$ cat src/ctrl_macros.svh
`ifndef CTRL_MACROS_SVH
`define CTRL_MACROS_SVH

// instruction fields
`define OPCODE_W 6
`define FUNCT_W 6

// control unit encodings
`define STATE_W 5
`define CLASS_W 4

// control word fields
`define ALU_OP_W 3
`define SH_OP_W 3
`define M2R_W 3
`define SEL_W 2    // two-bit mux selects

`endif

$ cat src/ctrl_pkg.sv
`include "ctrl_macros.svh"

package ctrl_pkg;

    typedef enum logic [`OPCODE_W-1:0] {
        OP_RTYPE = 6'h00,
        OP_J     = 6'h02,
        OP_BEQ   = 6'h04,
        OP_BNE   = 6'h05,
        OP_ADDI  = 6'h08,
        OP_LUI   = 6'h0f,
        OP_LW    = 6'h23,
        OP_SW    = 6'h2b
    } opcode_t;

    typedef enum logic [`FUNCT_W-1:0] {
        FN_SLL = 6'h00,
        FN_SRA = 6'h03,
        FN_JR  = 6'h08,
        FN_ADD = 6'h20,
        FN_SUB = 6'h22,
        FN_AND = 6'h24,
        FN_SLT = 6'h2a
    } funct_t;

    typedef enum logic [`CLASS_W-1:0] {
        CLS_ALU_R, CLS_SLT, CLS_SHIFT, CLS_JR, CLS_J, CLS_ADDI,
        CLS_BEQ, CLS_BNE, CLS_LUI, CLS_LW, CLS_SW, CLS_ILLEGAL
    } instr_class_t;

    // contiguous encoding, ST_MEM_WRITE is the highest
    typedef enum logic [`STATE_W-1:0] {
        ST_RESET, ST_FETCH, ST_DECODE_WAIT, ST_DECODE,
        ST_ALU_EXEC, ST_ALU_WRITEBACK, ST_SLT_WRITE,
        ST_SHIFT_EXEC, ST_SHIFT_WRITEBACK,
        ST_JUMP_REG, ST_JUMP,
        ST_IMM_EXEC, ST_IMM_WRITEBACK,
        ST_BRANCH, ST_LUI_WRITEBACK,
        ST_ADDR_CALC, ST_MEM_READ, ST_LOAD_WRITEBACK, ST_MEM_WRITE
    } state_t;

    typedef enum logic [`ALU_OP_W-1:0] {
        ALU_ADD  = 3'd0,
        ALU_PLUS = 3'd1,    // pc and address adder
        ALU_SUB  = 3'd2,
        ALU_AND  = 3'd3
    } alu_op_t;

    typedef enum logic [`SH_OP_W-1:0] {
        SH_NONE = 3'd0,
        SH_SLL  = 3'd2,
        SH_SRA  = 3'd4
    } shift_op_t;

    typedef enum logic [`SEL_W-1:0] {
        IOD_PC      = 2'd0,
        IOD_ALU_OUT = 2'd3
    } i_or_d_t;

    typedef enum logic [`M2R_W-1:0] {
        M2R_SHIFT   = 3'd0,
        M2R_MEM     = 3'd2,
        M2R_LESS    = 3'd3,
        M2R_ALU_OUT = 3'd5,
        M2R_LUI     = 3'd6
    } mem_to_reg_t;

    typedef enum logic [`SEL_W-1:0] {PC_ALU, PC_ALU_OUT, PC_JUMP, PC_REG_A} pc_src_t;
    typedef enum logic [`SEL_W-1:0] {SA_PC, SA_REG_A} alu_src_a_t;
    typedef enum logic [`SEL_W-1:0] {SB_REG_B, SB_FOUR, SB_IMM, SB_IMM_SHIFTED} alu_src_b_t;
    typedef enum logic [`SEL_W-1:0] {RD_RT, RD_RD} reg_dst_t;

endpackage

$ cat src/instr_decoder.sv
`timescale 1ns/100ps

module instr_decoder (
    input  ctrl_pkg::opcode_t      i_opcode,
    input  ctrl_pkg::funct_t       i_funct,
    output ctrl_pkg::instr_class_t o_class,
    output ctrl_pkg::alu_op_t      o_alu_op,
    output ctrl_pkg::shift_op_t    o_shift_op
);

    import ctrl_pkg::*;

    // instruction class
    always_comb begin
        case (i_opcode)
            OP_RTYPE: begin
                case (i_funct)
                    FN_ADD, FN_SUB, FN_AND: o_class = CLS_ALU_R;
                    FN_SLT:                 o_class = CLS_SLT;
                    FN_SLL, FN_SRA:         o_class = CLS_SHIFT;
                    FN_JR:                  o_class = CLS_JR;
                    default:                o_class = CLS_ILLEGAL;
                endcase
            end
            OP_J:    o_class = CLS_J;
            OP_ADDI: o_class = CLS_ADDI;
            OP_BEQ:  o_class = CLS_BEQ;
            OP_BNE:  o_class = CLS_BNE;
            OP_LUI:  o_class = CLS_LUI;
            OP_LW:   o_class = CLS_LW;
            OP_SW:   o_class = CLS_SW;
            default: o_class = CLS_ILLEGAL;    // unknown opcode
        endcase
    end

    // r-type alu operation
    always_comb begin
        case (i_funct)
            FN_SUB:  o_alu_op = ALU_SUB;
            FN_AND:  o_alu_op = ALU_AND;
            default: o_alu_op = ALU_ADD;
        endcase
    end

    // shifter operation
    always_comb begin
        case (i_funct)
            FN_SLL:  o_shift_op = SH_SLL;
            FN_SRA:  o_shift_op = SH_SRA;
            default: o_shift_op = SH_NONE;
        endcase
    end

endmodule

$ cat src/state_sequencer.sv
`timescale 1ns/100ps

module state_sequencer (
    input  logic                   clk,
    input  logic                   reset,
    input  ctrl_pkg::instr_class_t i_class,
    output ctrl_pkg::state_t       o_state
);

    import ctrl_pkg::*;

    state_t state;
    state_t next_state;

    always_ff @(posedge clk) begin
        if (reset) begin
            state <= ST_RESET;
        end else begin
            state <= next_state;
        end
    end

    always_comb begin
        case (state)
            ST_RESET:       next_state = ST_FETCH;
            ST_FETCH:       next_state = ST_DECODE_WAIT;
            ST_DECODE_WAIT: next_state = ST_DECODE;
            ST_DECODE: begin
                case (i_class)
                    CLS_ALU_R:        next_state = ST_ALU_EXEC;
                    CLS_SLT:          next_state = ST_SLT_WRITE;
                    CLS_SHIFT:        next_state = ST_SHIFT_EXEC;
                    CLS_JR:           next_state = ST_JUMP_REG;
                    CLS_J:            next_state = ST_JUMP;
                    CLS_ADDI:         next_state = ST_IMM_EXEC;
                    CLS_BEQ, CLS_BNE: next_state = ST_BRANCH;
                    CLS_LUI:          next_state = ST_LUI_WRITEBACK;
                    CLS_LW, CLS_SW:   next_state = ST_ADDR_CALC;
                    default:          next_state = ST_FETCH;    // illegal, skip it
                endcase
            end
            ST_ALU_EXEC:   next_state = ST_ALU_WRITEBACK;
            ST_SHIFT_EXEC: next_state = ST_SHIFT_WRITEBACK;
            ST_IMM_EXEC:   next_state = ST_IMM_WRITEBACK;
            // class still valid here, opcode held until next fetch
            ST_ADDR_CALC:  next_state = (i_class == CLS_SW) ? ST_MEM_WRITE : ST_MEM_READ;
            ST_MEM_READ:   next_state = ST_LOAD_WRITEBACK;
            default:       next_state = ST_FETCH;    // last execute state
        endcase
    end

    assign o_state = state;

    // encoding is contiguous up to ST_MEM_WRITE
    a_state_named: assert property (
        @(posedge clk) disable iff (reset)
        !$isunknown(o_state) && (o_state <= ST_MEM_WRITE)
    ) else $error("state_sequencer: illegal state %0h", o_state);

    a_fetch_then_wait: assert property (
        @(posedge clk) disable iff (reset)
        (o_state == ST_FETCH) |=> (o_state == ST_DECODE_WAIT)
    ) else $error("state_sequencer: fetch not followed by decode wait");

    a_reset_exit: assert property (
        @(posedge clk)
        (o_state == ST_RESET) && !reset |=> (o_state == ST_FETCH)
    ) else $error("state_sequencer: reset left for %0h", o_state);

endmodule

$ cat src/control_encoder.sv
`timescale 1ns/100ps

module control_encoder (
    input  ctrl_pkg::state_t       i_state,
    input  ctrl_pkg::instr_class_t i_class,
    input  ctrl_pkg::alu_op_t      i_alu_op,
    input  ctrl_pkg::shift_op_t    i_shift_op,
    input  logic                   i_eq,
    output logic                   o_pc_write,
    output logic                   o_mem_read,
    output logic                   o_mem_write,
    output logic                   o_ir_write,
    output logic                   o_reg_write,
    output ctrl_pkg::i_or_d_t      o_i_or_d,
    output ctrl_pkg::mem_to_reg_t  o_mem_to_reg,
    output ctrl_pkg::pc_src_t      o_pc_src,
    output ctrl_pkg::alu_op_t      o_alu_op,
    output ctrl_pkg::alu_src_a_t   o_alu_src_a,
    output ctrl_pkg::alu_src_b_t   o_alu_src_b,
    output ctrl_pkg::reg_dst_t     o_reg_dst,
    output ctrl_pkg::shift_op_t    o_sh_op
);

    import ctrl_pkg::*;

    logic branch_taken;

    // beq on equal, bne on not equal
    always_comb begin
        case (i_class)
            CLS_BEQ: branch_taken = i_eq;
            CLS_BNE: branch_taken = !i_eq;
            default: branch_taken = 1'b0;
        endcase
    end

    always_comb begin
        o_pc_write   = 1'b0;
        o_mem_read   = 1'b0;
        o_mem_write  = 1'b0;
        o_ir_write   = 1'b0;
        o_reg_write  = 1'b0;
        o_i_or_d     = IOD_PC;
        o_mem_to_reg = M2R_SHIFT;
        o_pc_src     = PC_ALU;
        o_alu_op     = ALU_ADD;
        o_alu_src_a  = SA_PC;
        o_alu_src_b  = SB_REG_B;
        o_reg_dst    = RD_RT;
        o_sh_op      = SH_NONE;

        case (i_state)
            ST_RESET: begin
                o_pc_write = 1'b1;
            end
            ST_FETCH: begin
                o_mem_read  = 1'b1;
                o_ir_write  = 1'b1;
                o_pc_write  = 1'b1;    // pc + 4
                o_alu_op    = ALU_PLUS;
                o_alu_src_b = SB_FOUR;
            end
            ST_DECODE_WAIT: begin
                o_alu_op    = ALU_PLUS;    // branch target ahead of time
                o_alu_src_b = SB_IMM_SHIFTED;
            end
            ST_ALU_EXEC: begin
                o_alu_op    = i_alu_op;
                o_alu_src_a = SA_REG_A;
            end
            ST_ALU_WRITEBACK: begin
                o_reg_write  = 1'b1;
                o_mem_to_reg = M2R_ALU_OUT;
                o_reg_dst    = RD_RD;
            end
            ST_SLT_WRITE: begin
                o_reg_write  = 1'b1;
                o_alu_op     = ALU_SUB;    // less flag from a - b
                o_alu_src_a  = SA_REG_A;
                o_mem_to_reg = M2R_LESS;
                o_reg_dst    = RD_RD;
            end
            ST_SHIFT_EXEC: begin
                o_sh_op = i_shift_op;
            end
            ST_SHIFT_WRITEBACK: begin
                o_reg_write  = 1'b1;
                o_mem_to_reg = M2R_SHIFT;
                o_reg_dst    = RD_RD;
            end
            ST_JUMP_REG: begin
                o_pc_write = 1'b1;
                o_pc_src   = PC_REG_A;
            end
            ST_JUMP: begin
                o_pc_write = 1'b1;
                o_pc_src   = PC_JUMP;
            end
            ST_IMM_EXEC, ST_ADDR_CALC: begin
                o_alu_op    = ALU_PLUS;
                o_alu_src_a = SA_REG_A;
                o_alu_src_b = SB_IMM;
            end
            ST_IMM_WRITEBACK: begin
                o_reg_write  = 1'b1;
                o_mem_to_reg = M2R_ALU_OUT;
            end
            ST_BRANCH: begin
                o_alu_op    = ALU_SUB;
                o_alu_src_a = SA_REG_A;
                o_pc_src    = PC_ALU_OUT;    // target from decode wait
                o_pc_write  = branch_taken;
            end
            ST_LUI_WRITEBACK: begin
                o_reg_write  = 1'b1;
                o_mem_to_reg = M2R_LUI;
            end
            ST_MEM_READ: begin
                o_mem_read = 1'b1;
                o_i_or_d   = IOD_ALU_OUT;
            end
            ST_LOAD_WRITEBACK: begin
                o_reg_write  = 1'b1;
                o_mem_to_reg = M2R_MEM;
            end
            ST_MEM_WRITE: begin
                o_mem_write = 1'b1;
                o_i_or_d    = IOD_ALU_OUT;
            end
            default: ;    // decode, nothing active
        endcase
    end

    // checked on every state change
    a_mem_exclusive: assert property (
        @(i_state) !(o_mem_read && o_mem_write)
    ) else $error("control_encoder: mem_read and mem_write both high");

endmodule

$ cat src/mips_control_unit.sv
`timescale 1ns/100ps

`include "ctrl_macros.svh"

module mips_control_unit (
    input  logic                    clk,
    input  logic                    reset,
    input  logic [`OPCODE_W-1:0]    i_opcode,
    input  logic [`FUNCT_W-1:0]     i_funct,
    input  logic                    i_eq,    // a == b from the alu
    output ctrl_pkg::state_t        o_state,
    output logic                    o_pc_write,
    output logic                    o_mem_read,
    output logic                    o_mem_write,
    output logic                    o_ir_write,
    output logic                    o_reg_write,
    output ctrl_pkg::i_or_d_t       o_i_or_d,
    output ctrl_pkg::mem_to_reg_t   o_mem_to_reg,
    output ctrl_pkg::pc_src_t       o_pc_src,
    output ctrl_pkg::alu_op_t       o_alu_op,
    output ctrl_pkg::alu_src_a_t    o_alu_src_a,
    output ctrl_pkg::alu_src_b_t    o_alu_src_b,
    output ctrl_pkg::reg_dst_t      o_reg_dst,
    output ctrl_pkg::shift_op_t     o_sh_op
);

    import ctrl_pkg::*;

    instr_class_t instr_class;
    alu_op_t      rtype_alu_op;
    shift_op_t    shift_op;

    instr_decoder u_decoder (
        .i_opcode   (opcode_t'(i_opcode)),    // raw ir fields, may be unknown codes
        .i_funct    (funct_t'(i_funct)),
        .o_class    (instr_class),
        .o_alu_op   (rtype_alu_op),
        .o_shift_op (shift_op)
    );

    state_sequencer u_sequencer (
        .clk     (clk),
        .reset   (reset),
        .i_class (instr_class),
        .o_state (o_state)
    );

    control_encoder u_encoder (
        .i_state      (o_state),
        .i_class      (instr_class),
        .i_alu_op     (rtype_alu_op),
        .i_shift_op   (shift_op),
        .i_eq         (i_eq),
        .o_pc_write   (o_pc_write),
        .o_mem_read   (o_mem_read),
        .o_mem_write  (o_mem_write),
        .o_ir_write   (o_ir_write),
        .o_reg_write  (o_reg_write),
        .o_i_or_d     (o_i_or_d),
        .o_mem_to_reg (o_mem_to_reg),
        .o_pc_src     (o_pc_src),
        .o_alu_op     (o_alu_op),
        .o_alu_src_a  (o_alu_src_a),
        .o_alu_src_b  (o_alu_src_b),
        .o_reg_dst    (o_reg_dst),
        .o_sh_op      (o_sh_op)
    );

endmodule

$ cat config.mk
export PLATFORM = sky130hd
export DESIGN_NAME = mips_control_unit
export DESIGN_NICKNAME = d
export VERILOG_FILES = /design/src/ctrl_pkg.sv /design/src/instr_decoder.sv /design/src/state_sequencer.sv /design/src/control_encoder.sv /design/src/mips_control_unit.sv
export VERILOG_INCLUDE_DIRS = /design/src
export SDC_FILE = /design/constraint.sdc
export NUM_CORES = 1
export LEC_CHECK = 0
export ABC_AREA = 1
export ABC_CLOCK_PERIOD_IN_PS = 2350
export BUFFER_PORTS_ARGS = -buffer_cell sky130_fd_sc_hd__buf_4
export CORE_MARGIN = 2
export CORE_UTILIZATION = 50
export DETAILED_ROUTE_END_ITERATION = 12
export HOLD_SLACK_MARGIN = 0.08
export PLACE_DENSITY = 0.84
export SYNTH_ARGS = -nofsm -noshare
export SYNTH_HDL_FRONTEND = slang
export SYNTH_SLANG_ARGS = --single-unit
$ cat constraint.sdc
create_clock -name clk -period 2.35 [get_ports clk]
set_input_delay 0 -clock clk [delete_from_list [all_inputs] [get_ports clk]]
set_output_delay 0 -clock clk [all_outputs]
set_load 0.01 [all_outputs]
==> results.py <==
metrics = {
    "yosys": {
        "syn_area_um2": 972.2,
        "ys_types": 24,
        "avgSynthCellArea_um2": 5.371,
        "yosysTopAreaCell": "nor2_1",
        "synthTopCellsByArea": "nor2_1, inv_1, nand2_1",
        "syn_inst": 181,
        "synth_xor_area_share_pct": 0,
        "synth-compound-area-share_pct": 9.910,
        "synth_fa_ha_area_share_pct": 5.148,
        "yosys_most_used_dff": "dfxtp_1",
        "synth_seq_cells": 5,
        "synthArstFlopShare_pct": 0,
        "synth_edf_count": 0,
        "synth_top_area_share_pct": 18.15,
        "yosysSeqAreaShare_pct": 10.30,
        "synth.area.mux_share_pct": 1.030,
        "ys_warn_count": 0,
        "synth-simple-area-share_pct": 56.63,
        "synth_top_family_by_area": "simple AND/OR/NAND/NOR gates",
    },
    "clocking": {
        "cts_resized": 0,
        "cts_setup_buffers": 0,
        "clk_pin_slew_ns": 0.05,
        "clkLatencyLatePin_ns": 0.25,
        "max-clock-path-buffers": 2,
        "cts_buffers": 3,
        "cts_hold_buf": 1,
        "cts_sinks": 5,
        "clockRootBuffer": "clkbuf_4",
        "htree_levels": 1,
        "tritoncts": "done",
    },
    "worst_hold_path": {
        "holdCritStartpoint": "i_opcode[4]",
        "worstHoldEndpoint": "u_sequencer.o_state[0]",
        "holdPathStages": 8,
        "holdCritPathClass": "input pin to flip-flop",
    },
    "placed_design": {
        "hpwl_um": 2428,
        "placed_area_mm2": 0.001270,
        "numPortBuffers": 39,
        "pre_cts_ws_ns": 0.4853,
        "gp_congestion": 1.007,
    },
    "setup_path": {
        "r2r_start": "u_sequencer.o_state[0]",
        "crit_fanout": 4,
        "reg2reg_setup_slack_ns": 0.85,
        "worst-r2r-cell-count": 8,
        "setup.worst_path.end_class": "output port",
        "crit_arrival_ns": 1.68,
        "crit_type": "input pin to output port",
        "r2r_end": "u_sequencer.o_state[1]",
        "crit_path_start_kind": "input pin",
        "cp.required_ns": 2.35,
    },
    "timing": {
        "min_period_over_period_pct": 71.62,
        "finalHoldViolCount": 0,
        "period_minus_slack_ns": 1.683,
        "rsz0062_at_grt": "no",
        "drv_slew": 0,
        "clock_skew_ns": 0.009957,
        "worst_slack_ns": 0.6670,
        "fmax_mhz": 594.2,
        "setup_violations": 0,
        "setup-tns-final_ns": 0,
    },
    "cells_and_area": {
        "regMostFlops": "u_sequencer.o_state",
        "drive_above_1_share_pct": 28.70,
        "fillCellCount": 164,
        "layout-area-overhead-vs-synth_pct": 34.36,
        "final_nets": 243,
        "antenna_cells": 0,
        "final_cell_area_mm2": 0.001306,
        "largest_reg_flops": 5,
        "top_regs": "u_sequencer.o_state x5",
    },
    "power": {
        "power.total_uw": 449.9,
        "p_leak_nw": 0.7177,
        "irDropWorstVdd_v": 0.0002068,
        "power_per_cell_area_mw_per_mm2": 344.4,
    },
    "die": {
        "row_count": 15,
        "die_y_um": 48.10,
        "ioPinCount": 44,
        "die_x_um": 48.10,
        "core_area_mm2": 0.001783,
        "dieArea_mm2": 0.002313,
        "initial_core_util_pct": 54.53,
    },
    "routing": {
        "ant_nets": 0,
        "dr.pass1.iters": 4,
        "viasPerCell": 5.202,
        "wire_per_inst_um": 11.73,
        "routed_wl_um": 2910,
        "vias": 1290,
        "drtIter0Drc": 41,
        "drcViolationCount": 0,
    },
    "grt": {
        "grt_pass1_wl_um": 4567,
        "overflow": 0,
        "antenna_found_initial": 0,
        "grt_use_total_pct": 27.80,
        "grt_pass1_vias": 1198,
        "grt_max_degree": 8,
    },
    "outcome": {
        "outcome": "completed",
    },
    "run": {
        "maxCapViolations": 0,
    },
}
## synth_stat cells (4+ instances only)
| cell type | n |
|---|---|
| ha_1 | 4 |
| nand3_2 | 4 |
| a21oi_1 | 8 |
| nor2_1 | 47 |
| nand2_1 | 28 |
| buf_4 | 5 |
| nand4_1 | 5 |
| nand3_1 | 16 |
| inv_1 | 28 |
| nor2_2 | 5 |
| inv_2 | 5 |
| dfxtp_1 | 5 |
| o21ai_0 | 7 |
## metal layers
layer,global-route usage [%],vias up,share of wire (%)
met1,26.44,569,38
met3,4.815,16,6.2
met4,12.43,0,3.2
met2,56.53,62,53
li1,-,643,-
met5,0,-,0
## how the worst max path moves through the flow
stage | from | to
finish | i_opcode[3] | o_pc_write
global route | i_funct[3] | o_pc_write
CTS | i_opcode[5] | o_pc_write
detailed placement | i_opcode[5] | u_sequencer.o_state[2]
global placement | i_opcode[3] | u_sequencer.o_state[3]
floorplan | i_opcode[3] | u_sequencer.o_state[1]
## cell families (layout without fill, tap and decap cells)
family,Yosys count,after routing
and+or+nand+nor,114,114
buffers and inverters,38,77
AOI/OAI and AO/OA,18,18
DFF,5,5
adders and majority gates,4,4
other,1,4
muxes,1,1
## stage by stage
stage               std cells  util, %  hold WS [ns]
finish                    248    73.26        0.3667
global route              248    73.26        0.4230
CTS                       248    73.26        0.3718
detailed placement        243    71.23        0.2086
global placement          243    71.23        0.2056
floorplan                 184        -       0.06907
## cell type report
cell class | count | area (um^2) | area share (%)
clock buffer | 4 | 26.28 | 2.011
inverter | 33 | 123.9 | 9.483
multi-input combinational | 141 | 721.9 | 55.27
sequential | 5 | 100.1 | 7.663
tap | 25 | 31.28 | 2.395
timing repair buffer | 40 | 302.8 | 23.18
## power breakdown
part | switching (mW) | leakage [nW] | internal [mW] | total [mW]
clock | 0.0370 | 0.0150 | 0.0643 | 0.101
combinational | 0.147 | 0.662 | 0.100 | 0.247
sequential | 0.00922 | 0.0409 | 0.0921 | 0.101
total | 0.193 | 0.718 | 0.257 | 0.450
## cell usage in the layout (no fill, tap or decap), drive strengths merged
master	instances
mux2i	1
nor3	2
a21oi	8
nand3	21
nand3b	1
nor2	54
buf	39
inv	33
conb	4
o21ai	8
nand2	31
dlygate4sd3	1
a31oi	2
clkbuf	4
nand4	5
dfxtp	5
ha	4
## worst max-delay path, cell delays in order
cell	delay [ns]
buf_4	0.13
nor2_1	0.21
nand3_1	0.12
nand2_2	0.12
nor2_4	0.06
nand2_4	0.08
inv_1	0.05
nor3_2	0.23
inv_1	0.10
ha_1	0.22
mux2i_1	0.12
o21ai_0	0.09
buf_4	0.14
Power figures use the tool's default switching activity.
